$ cat src/video_defines.svh
// Video timing constants
`ifndef VIDEO_DEFINES_SVH
`define VIDEO_DEFINES_SVH

// ------------------------------
// line segments, in pixel clocks
// ------------------------------
`define H_FRONT        11
`define H_SYNC         56
`define H_BACK         61
`define H_ACTIVE       640
`define H_TOTAL        768

// ------------------------------
// frame segments, in lines
// ------------------------------
`define V_PRE          21
`define V_SYNC         5
`define V_BACK         22
`define V_TOP          32
`define V_ACTIVE       512
`define V_BOTTOM       32
`define V_TOTAL        624

// active pixel index on the first active line where scroll is taken
`define SCROLL_LOAD_X  112

// ------------------------------
// lcd line cadence, 5 lcd lines per 6 raster lines
// ------------------------------
`define LCD_BASE       768
`define LCD_EXTRA_0    153
`define LCD_EXTRA_1    154
`define LCD_EXTRA_2    153
`define LCD_EXTRA_3    154
`define LCD_EXTRA_4    154
`define LCD_HS_START   15
`define LCD_HS_END     67

// lcd data enable window
`define LCD_DE_START   67
`define LCD_DE_TAIL    9
`define LCD_FIRST_LINE 23
`define LCD_LAST_LINE  503

`endif

$ cat src/lcd_pkg.sv
// LCD timing types
package lcd_pkg;

    // ------------------------------
    // lcd panel timing word
    // ------------------------------
    // hsync and vsync are active low
    // newline is a single clock strobe at each lcd line wrap
    // row counts visible lcd lines from zero
    typedef struct packed {
        logic       hsync;
        logic       vsync;
        logic       den;
        logic       newline;
        logic [9:0] row;
    } lcd_t;

endpackage

$ cat src/raster_pkg.sv
// Raster scan types
package raster_pkg;

    // horizontal scan segments, in the order they are walked
    typedef enum logic [2:0] {
        h_front  = 3'd0,
        h_sync   = 3'd1,
        h_back   = 3'd2,
        h_active = 3'd3
    } h_state_e;

    // vertical scan segments
    // pre-sync, sync, back porch, top border, picture, bottom border
    typedef enum logic [2:0] {
        v_pre    = 3'd0,
        v_sync   = 3'd1,
        v_back   = 3'd2,
        v_top    = 3'd3,
        v_active = 3'd4,
        v_bottom = 3'd5
    } v_state_e;

    // raster position and flags, one word per pixel clock
    typedef struct packed {
        h_state_e   h_state;
        v_state_e   v_state;
        logic [9:0] pix_x;        // active pixel index, 0 outside active
        logic [9:0] line_y;       // active line index, 0 outside active
        logic       line_start;   // first clock of front porch
        logic       hsync;        // active low
        logic       vsync;        // active low
        logic       video_active;
        logic       border_y;
        logic       retrace;
    } raster_t;

endpackage

$ cat src/fb_row_tracker.sv
// Framebuffer row tracker
`timescale 1ns/10ps
`include "video_defines.svh"

module fb_row_tracker (
    input  logic                clk24,
    input  logic                rst_n_i,
    input  raster_pkg::raster_t raster_i,
    input  logic [7:0]          scroll_i,
    output logic [8:0]          fb_row_o,
    output logic [8:0]          fb_row_count_o
);
    import raster_pkg::*;

    logic load_pt;

    // ------------------------------
    // scroll load point
    // ------------------------------
    // first active line, fixed pixel into the visible area
    assign load_pt = (raster_i.v_state == v_active)
                  && (raster_i.h_state == h_active)
                  && (raster_i.line_y == '0)
                  && (raster_i.pix_x == 10'(`SCROLL_LOAD_X));

    // row pointer walks down the framebuffer one row per raster line
    // remaining row count saturates at zero
    always_ff @(posedge clk24 or negedge rst_n_i)
    begin
        if (!rst_n_i)
        begin
            fb_row_o       <= '0;
            fb_row_count_o <= '0;
        end
        else if (load_pt)
        begin
            // scroll register addresses pairs of rows, low bit set
            fb_row_o       <= {scroll_i, 1'b1};
            fb_row_count_o <= 9'd511;
        end
        else if (raster_i.line_start)
        begin
            // wraps through 0 to 511
            fb_row_o <= fb_row_o - 9'd1;
            if (fb_row_count_o != '0)
            begin
                fb_row_count_o <= fb_row_count_o - 9'd1;
            end
        end
    end

endmodule

$ cat src/lcd_retimer.sv
// LCD line re-timer
`timescale 1ns/10ps
`include "video_defines.svh"

module lcd_retimer (
    input  logic                clk24,
    input  logic                rst_n_i,
    input  raster_pkg::raster_t raster_i,
    output lcd_pkg::lcd_t       lcd_o
);
    logic       vsync_q;     // raster vsync, one clock late
    logic       vs_rise;     // end of raster vsync
    logic [4:0] cadence;     // one-hot position in the five line cycle
    logic [9:0] line_len;    // clocks in current lcd line
    logic [9:0] lcd_time;    // clock within lcd line
    logic [9:0] lcd_line;    // lcd lines since vsync
    logic       line_wrap;
    logic       hs_win;
    logic       de_win;
    logic       hsync_q;
    logic       den_q;
    logic       newline_q;
    logic [9:0] row_q;

    assign vs_rise   = raster_i.vsync && !vsync_q;
    assign line_wrap = (lcd_time == line_len - 10'd1);

    // ------------------------------
    // cadence length select
    // ------------------------------
    // 153 and 154 extra clocks dither 768/5
    always_comb
    begin
        case (cadence)
            5'b00010: line_len = 10'(`LCD_BASE + `LCD_EXTRA_1);
            5'b00100: line_len = 10'(`LCD_BASE + `LCD_EXTRA_2);
            5'b01000: line_len = 10'(`LCD_BASE + `LCD_EXTRA_3);
            5'b10000: line_len = 10'(`LCD_BASE + `LCD_EXTRA_4);
            default:  line_len = 10'(`LCD_BASE + `LCD_EXTRA_0);
        endcase
    end

    // line timer, restarted by vsync so every frame starts in phase
    always_ff @(posedge clk24 or negedge rst_n_i)
    begin
        if (!rst_n_i)
        begin
            vsync_q  <= 1'b1;
            cadence  <= 5'b00001;
            lcd_time <= '0;
            lcd_line <= '0;
        end
        else
        begin
            vsync_q <= raster_i.vsync;
            if (vs_rise)
            begin
                cadence  <= 5'b00001;
                lcd_time <= '0;
                lcd_line <= '0;
            end
            else if (line_wrap)
            begin
                cadence  <= {cadence[3:0], cadence[4]};
                lcd_time <= '0;
                lcd_line <= lcd_line + 10'd1;
            end
            else
            begin
                lcd_time <= lcd_time + 10'd1;
            end
        end
    end

    // ------------------------------
    // lcd sync and enable windows
    // ------------------------------
    assign hs_win = (lcd_time >= 10'(`LCD_HS_START)) && (lcd_time < 10'(`LCD_HS_END));

    // picture window trimmed at the line tail, 480 visible lines
    assign de_win = (lcd_time >= 10'(`LCD_DE_START))
                 && (lcd_time < line_len - 10'(`LCD_DE_TAIL))
                 && (lcd_line >= 10'(`LCD_FIRST_LINE))
                 && (lcd_line < 10'(`LCD_LAST_LINE));

    always_ff @(posedge clk24 or negedge rst_n_i)
    begin
        if (!rst_n_i)
        begin
            hsync_q   <= 1'b1;
            den_q     <= 1'b0;
            newline_q <= 1'b0;
            row_q     <= '0;
        end
        else
        begin
            // hsync held low through raster vsync
            hsync_q   <= !(hs_win || !raster_i.vsync);
            den_q     <= de_win;
            newline_q <= line_wrap;
            row_q     <= lcd_line - 10'(`LCD_FIRST_LINE);
        end
    end

    // panel vsync follows the raster directly
    always_comb
    begin
        lcd_o.hsync   = hsync_q;
        lcd_o.vsync   = raster_i.vsync;
        lcd_o.den     = den_q;
        lcd_o.newline = newline_q;
        lcd_o.row     = row_q;
    end

endmodule

$ cat src/raster_scan.sv
// Raster scan generator
`timescale 1ns/10ps
`include "video_defines.svh"

module raster_scan (
    input  logic                clk24,
    input  logic                rst_n_i,
    output raster_pkg::raster_t raster_o
);
    import raster_pkg::*;

    h_state_e   h_state;
    v_state_e   v_state;
    logic [9:0] h_cnt;      // clocks left in current h segment
    logic [9:0] v_cnt;      // lines left in current v segment
    logic       h_wrap;     // last active clock, front porch follows
    raster_t    raster_d;

    // ------------------------------
    // segment sequencing
    // ------------------------------
    function automatic h_state_e h_next(input h_state_e s);
        case (s)
            h_front: return h_sync;
            h_sync:  return h_back;
            h_back:  return h_active;
            default: return h_front;
        endcase
    endfunction

    // reload value is segment length minus one
    function automatic logic [9:0] h_reload(input h_state_e s);
        case (s)
            h_front: return 10'(`H_FRONT - 1);
            h_sync:  return 10'(`H_SYNC - 1);
            h_back:  return 10'(`H_BACK - 1);
            default: return 10'(`H_ACTIVE - 1);
        endcase
    endfunction

    function automatic v_state_e v_next(input v_state_e s);
        case (s)
            v_pre:    return v_sync;
            v_sync:   return v_back;
            v_back:   return v_top;
            v_top:    return v_active;
            v_active: return v_bottom;
            default:  return v_pre;
        endcase
    endfunction

    function automatic logic [9:0] v_reload(input v_state_e s);
        case (s)
            v_pre:    return 10'(`V_PRE - 1);
            v_sync:   return 10'(`V_SYNC - 1);
            v_back:   return 10'(`V_BACK - 1);
            v_top:    return 10'(`V_TOP - 1);
            v_active: return 10'(`V_ACTIVE - 1);
            default:  return 10'(`V_BOTTOM - 1);
        endcase
    endfunction

    assign h_wrap = (h_state == h_active) && (h_cnt == '0);

    // horizontal machine, one step per pixel clock
    always_ff @(posedge clk24 or negedge rst_n_i)
    begin
        if (!rst_n_i)
        begin
            h_state <= h_front;
            h_cnt   <= '0;
        end
        else if (h_cnt == '0)
        begin
            h_state <= h_next(h_state);
            h_cnt   <= h_reload(h_next(h_state));
        end
        else
        begin
            h_cnt <= h_cnt - 10'd1;
        end
    end

    // vertical machine steps together with entry into front porch
    always_ff @(posedge clk24 or negedge rst_n_i)
    begin
        if (!rst_n_i)
        begin
            v_state <= v_pre;
            v_cnt   <= '0;
        end
        else if (h_wrap)
        begin
            if (v_cnt == '0)
            begin
                v_state <= v_next(v_state);
                v_cnt   <= v_reload(v_next(v_state));
            end
            else
            begin
                v_cnt <= v_cnt - 10'd1;
            end
        end
    end

    // ------------------------------
    // flags from counter state
    // ------------------------------
    always_comb
    begin
        raster_d              = '0;
        raster_d.h_state      = h_state;
        raster_d.v_state      = v_state;
        // indices count up while the segment counters count down
        raster_d.pix_x        = (h_state == h_active) ? 10'(`H_ACTIVE - 1) - h_cnt : '0;
        raster_d.line_y       = (v_state == v_active) ? 10'(`V_ACTIVE - 1) - v_cnt : '0;
        raster_d.line_start   = (h_state == h_front) && (h_cnt == 10'(`H_FRONT - 1));
        raster_d.hsync        = (h_state != h_sync);
        raster_d.vsync        = (v_state != v_sync);
        raster_d.video_active = (h_state == h_active) && (v_state == v_active);
        raster_d.border_y     = (v_state == v_top) || (v_state == v_bottom);
        raster_d.retrace      = !((v_state == v_active) || raster_d.border_y);
    end

    // registered outputs, syncs idle high
    always_ff @(posedge clk24 or negedge rst_n_i)
    begin
        if (!rst_n_i)
        begin
            raster_o         <= '0;
            raster_o.hsync   <= 1'b1;
            raster_o.vsync   <= 1'b1;
            raster_o.retrace <= 1'b1;
        end
        else
        begin
            raster_o <= raster_d;
        end
    end

endmodule

$ cat src/video_timing_top.sv
// Video timing top level
`timescale 1ns/10ps

module video_timing_top (
    input  logic       clk24,
    input  logic       rst_n_i,
    input  logic [7:0] scroll_i,
    output logic       hsync_o,
    output logic       vsync_o,
    output logic       video_active_o,
    output logic       border_y_o,
    output logic       retrace_o,
    output logic [8:0] fb_row_o,
    output logic [8:0] fb_row_count_o,
    output logic       lcd_hsync_o,
    output logic       lcd_vsync_o,
    output logic       lcd_den_o,
    output logic       lcd_newline_o,
    output logic [9:0] lcd_y_o
);
    import raster_pkg::*;
    import lcd_pkg::*;

    raster_t raster_w;
    lcd_t    lcd_w;

    // ------------------------------
    // timing chain
    // ------------------------------
    raster_scan u_raster_scan (
        .clk24    (clk24),
        .rst_n_i  (rst_n_i),
        .raster_o (raster_w)
    );

    fb_row_tracker u_fb_row_tracker (
        .clk24          (clk24),
        .rst_n_i        (rst_n_i),
        .raster_i       (raster_w),
        .scroll_i       (scroll_i),
        .fb_row_o       (fb_row_o),
        .fb_row_count_o (fb_row_count_o)
    );

    lcd_retimer u_lcd_retimer (
        .clk24    (clk24),
        .rst_n_i  (rst_n_i),
        .raster_i (raster_w),
        .lcd_o    (lcd_w)
    );

    // raster outputs
    assign hsync_o        = raster_w.hsync;
    assign vsync_o        = raster_w.vsync;
    assign video_active_o = raster_w.video_active;
    assign border_y_o     = raster_w.border_y;
    assign retrace_o      = raster_w.retrace;

    // lcd outputs
    assign lcd_hsync_o    = lcd_w.hsync;
    assign lcd_vsync_o    = lcd_w.vsync;
    assign lcd_den_o      = lcd_w.den;
    assign lcd_newline_o  = lcd_w.newline;
    assign lcd_y_o        = lcd_w.row;

endmodule
$ cat config.mk
export PLATFORM = sky130hd
export DESIGN_NAME = video_timing_top
export DESIGN_NICKNAME = d
export VERILOG_FILES = /design/src/lcd_pkg.sv /design/src/raster_pkg.sv /design/src/fb_row_tracker.sv /design/src/lcd_retimer.sv /design/src/raster_scan.sv /design/src/video_timing_top.sv
export VERILOG_INCLUDE_DIRS = /design/src
export SDC_FILE = /design/constraint.sdc
export NUM_CORES = 1
export LEC_CHECK = 0
export BUFFER_PORTS_ARGS = -buffer_cell sky130_fd_sc_hd__buf_2
export CORE_MARGIN = 1.5
export CORE_UTILIZATION = 31
export CTS_CLUSTER_DIAMETER = 60
export DETAILED_ROUTE_END_ITERATION = 7
export PLACE_DENSITY_LB_ADDON = 0.08
export SLEW_MARGIN = 10
export SYNTH_ARGS = -nofsm -noshare
export SYNTH_HDL_FRONTEND = slang
export SYNTH_SLANG_ARGS = --single-unit
$ cat constraint.sdc
create_clock -name clk24 -period 5.5 [get_ports clk24]
set_clock_uncertainty 0.2 [all_clocks]
set_input_delay 0.55 -clock clk24 [delete_from_list [all_inputs] [get_ports clk24]]
set_output_delay 0.55 -clock clk24 [all_outputs]
set_load 0.02 [all_outputs]
==> run metrics <==
Critical Path RT approximately 5600 ps; router iterations before antenna repair 4; port bufs 46; final hold vios 0; Critical Path Source Type flop; gr ovfl total 0; Crit. End Element flop; CTS resizes 0; crit share post-route 0.505; minimum clock period ~2800 ps; ANT nets after route 0; # DRC 0; drt via density slightly below 5; drt total wl around 11 mm; Cells after Synth between 500 and 600; Die Y between 100 and 150 um; P per Cell Area 320 nW/um^2; crit path max-delay cell type or3_1; Core Region around 17,000 um^2; register area share after synthesis 0.544; Max-Slew Margin vs Limit 0.279; share of layout cells above drive strength 1 0.188; # clock sinks about 110; gr usage total 0.136; global-route wire length before repair roughly 19 mm; clk root buf clkbuf_16; syn_nets between 500 and 600; fin nets about 580; EDFF count, synth 0; Clock Latency Late Sink ~410 ps; asr flop ratio synth 1.00; TritonCTS Buffers 17; Post-CTS Setup Bufs 0; crit path DAT between 2000 and 3000 ps; CTS tree yes; FILL cells ~1,600; clk slew on worst S/H paths 50 ps; Max Cap Violations 0; Initial DRC Count between 200 and 300; yosys warns 0; P&R area growth vs syn 20.0%; Leak ~2.9 nW; CTS Buffer Depth 2; antenna violations before repair 0; most frequent cells in the layout dfrtp_1, nor2_1, nand2_1; final setup vio count 0; setup TNS 0 ps; worst stage delay on the critical path ~560 ps; Routed WL per cell 14.3 um; delay-heaviest family, CP simple AND/OR/NAND/NOR gates; largest net degree at the start of global routing 74; via count 3,778; depth of the CTS H-tree 4; unrepaired setup endpoints after global routing false; n_diodes 0; Setup Crit Path Kind flop to flop; Placer Congestion about 0.76; Distinct cells, synth between 50 and 60; most common cell after layout, fill and taps aside dfrtp_1; Core Rows 47; Max Slew Vio Count 0; number of hold buffers added after cts 0; CP cell instances xor2_1 > o21ai_0 > nor3_1 > ha_1 > nand3_1 > or3_1 > inv_1 > a211oi_1 > a31o_2; Starting Density 0.316; hold slack 80.6 ps; Avg Cell Area, Syn between 10 and 15 um^2; CP bufs+invs 1; min-delay worst type input port to async pin; vias in the first global route ~3,700; worst-path fanout max 18; R2R Setup Slk between 2000 and 3000 ps; maximum clock rate between 300 and 400 MHz; top-level I/O count 47; area of the die between 15,000 and 20,000 um^2; Main synth FF type dfrtp_1; Die X between 100 and 150 um; worst slew pin tran between 1000 and 1500 ps; mapped cell area between 5000 and 6000 um^2; FF+latch count, synth around 110; run status finished clean; HPWL Detailed about 7.5 mm; peak supply drop 0.223 mV
-- final timing paths --
kind | startpoint | to | cells past startpoint
setup / recovery | u_lcd_retimer.cadence[3]$_DFFE_PN0P_ | u_lcd_retimer.lcd_line[3]$_DFFE_PN0P_ | 9
hold / removal | rst_n_i | u_lcd_retimer.row_q[5]$_DFF_PN0_ | 1
setup reg to reg | u_lcd_retimer.cadence[3]$_DFFE_PN0P_ | u_lcd_retimer.lcd_line[3]$_DFFE_PN0P_ | 9
hold reg to reg | u_raster_scan.raster_o[3]$_DFF_PN1_ | u_lcd_retimer.vsync_q$_DFF_PN1_ | 0
max in group asynchronous | rst_n_i | u_lcd_retimer.cadence[0]$_DFFE_PN1P_ | 2
min in group clk24 | scroll_i[2] | u_fb_row_tracker.fb_row_o[3]$_DFFE_PN0P_ | 2
-- flip-flops by register name (all words and copies together), names as in the netlist, 2 cells and up --
register	cells
u_lcd_retimer.lcd_time	10
u_raster_scan.raster_o	31
u_fb_row_tracker.fb_row_count_o	9
u_raster_scan.v_cnt	10
u_raster_scan.h_cnt	10
u_lcd_retimer.cadence	5
u_raster_scan.v_state	3
u_fb_row_tracker.fb_row_o	9
u_raster_scan.h_state	2
u_lcd_retimer.row_q	10
u_lcd_retimer.lcd_line	10
-- layout make-up --
| cell class | count | area, um^2 | share of cell area |
|---|---|---|---|
| clock inverters | 10 | 133 | 0.0212 |
| clock buffers | 21 | 480 | 0.0768 |
| inverters | 22 | 82.6 | 0.0132 |
| well taps | 220 | 275 | 0.0440 |
| flip-flops and latches | 113 | 2840 | 0.453 |
| repair buffers | 47 | 240 | 0.0384 |
| multi-input cells | 350 | 2210 | 0.354 |
-- cell families (layout without fill, tap and decap cells) --
| group | after synthesis | count (layout) | synth area share |
|---|---|---|---|
| AO/OA/AOI/OAI | 78 | 78 | 0.0948 |
| XOR/XNOR | 35 | 35 | 0.0588 |
| adder cells (fa/ha/maj) | 17 | 17 | 0.0408 |
| buffers and inverters | 43 | 100 | 0.0321 |
| flip-flops | 113 | 113 | 0.544 |
| multiplexers | 14 | 14 | 0.0297 |
| AND/OR/NAND/NOR | 206 | 206 | 0.200 |
-- routing by layer --
layer / vias to the layer above / share of wire / track usage
li1: 1855 / - / -
met1: 1831 / 0.48 / 0.176
met2: 78 / 0.47 / 0.215
met3: 14 / 0.043 / 0.0406
met4: 0 / 0.015 / 0.0549
met5: - / 0 / 0
-- worst register-to-register path: cells and delay by family (launching register included) --
| family | cells | cell delay [ps] |
|---|---|---|
| xor gates and xnor gates | 1 | 170 |
| AOI/OAI and AO/OA | 3 | 540 |
| and+or+nand+nor | 3 | 700 |
| DFF | 1 | 410 |
| buffers and inverters | 1 | 390 |
| adders and majority gates | 1 | 270 |
-- synth_stat cells (5+ instances only) --
master / instances / area (um^2)
or4_1: 5 / 37.5
mux2_2: 12 / 135
inv_1: 22 / 82.6
and3_1: 9 / 56.3
xor2_1: 11 / 96.3
nand2_1: 53 / 199
o21ai_0: 20 / 100
or3_1: 6 / 37.5
nor2_1: 56 / 210
o211ai_1: 5 / 37.5
ha_1: 17 / 213
nor4_1: 13 / 81.3
dfstp_2: 6 / 158
dfrtp_1: 107 / 2680
a21oi_1: 24 / 120
xnor2_1: 24 / 210
nand3_1: 16 / 80.1
nor3_1: 13 / 65.1
o31ai_1: 5 / 37.5
clkbuf_1: 18 / 67.6
-- stage by stage --
step                power, mW  worst slack, ps  utilization  instances  instance area, um^2
finish                   2.00             2720        0.379        783                 6260
global route             2.08             2550        0.379        783                 6260
detailed placement      0.888             2730        0.342        752                 5650
global placement        0.888             2740        0.342        752                 5650
CTS                      2.04             2710        0.379        783                 6260
floorplan               0.862             3100            -        506                 5220
-- power breakdown --
part | internal (mW) | leakage (nW) | switching [mW] | total (mW)
Clock | 0.753 | 0.297 | 0.379 | 1.13
Combinational | 0.00900 | 1.19 | 0.0241 | 0.0331
Sequential | 0.836 | 1.45 | 0.00327 | 0.839
No activity file was read; power rests on OpenSTA's default activity.
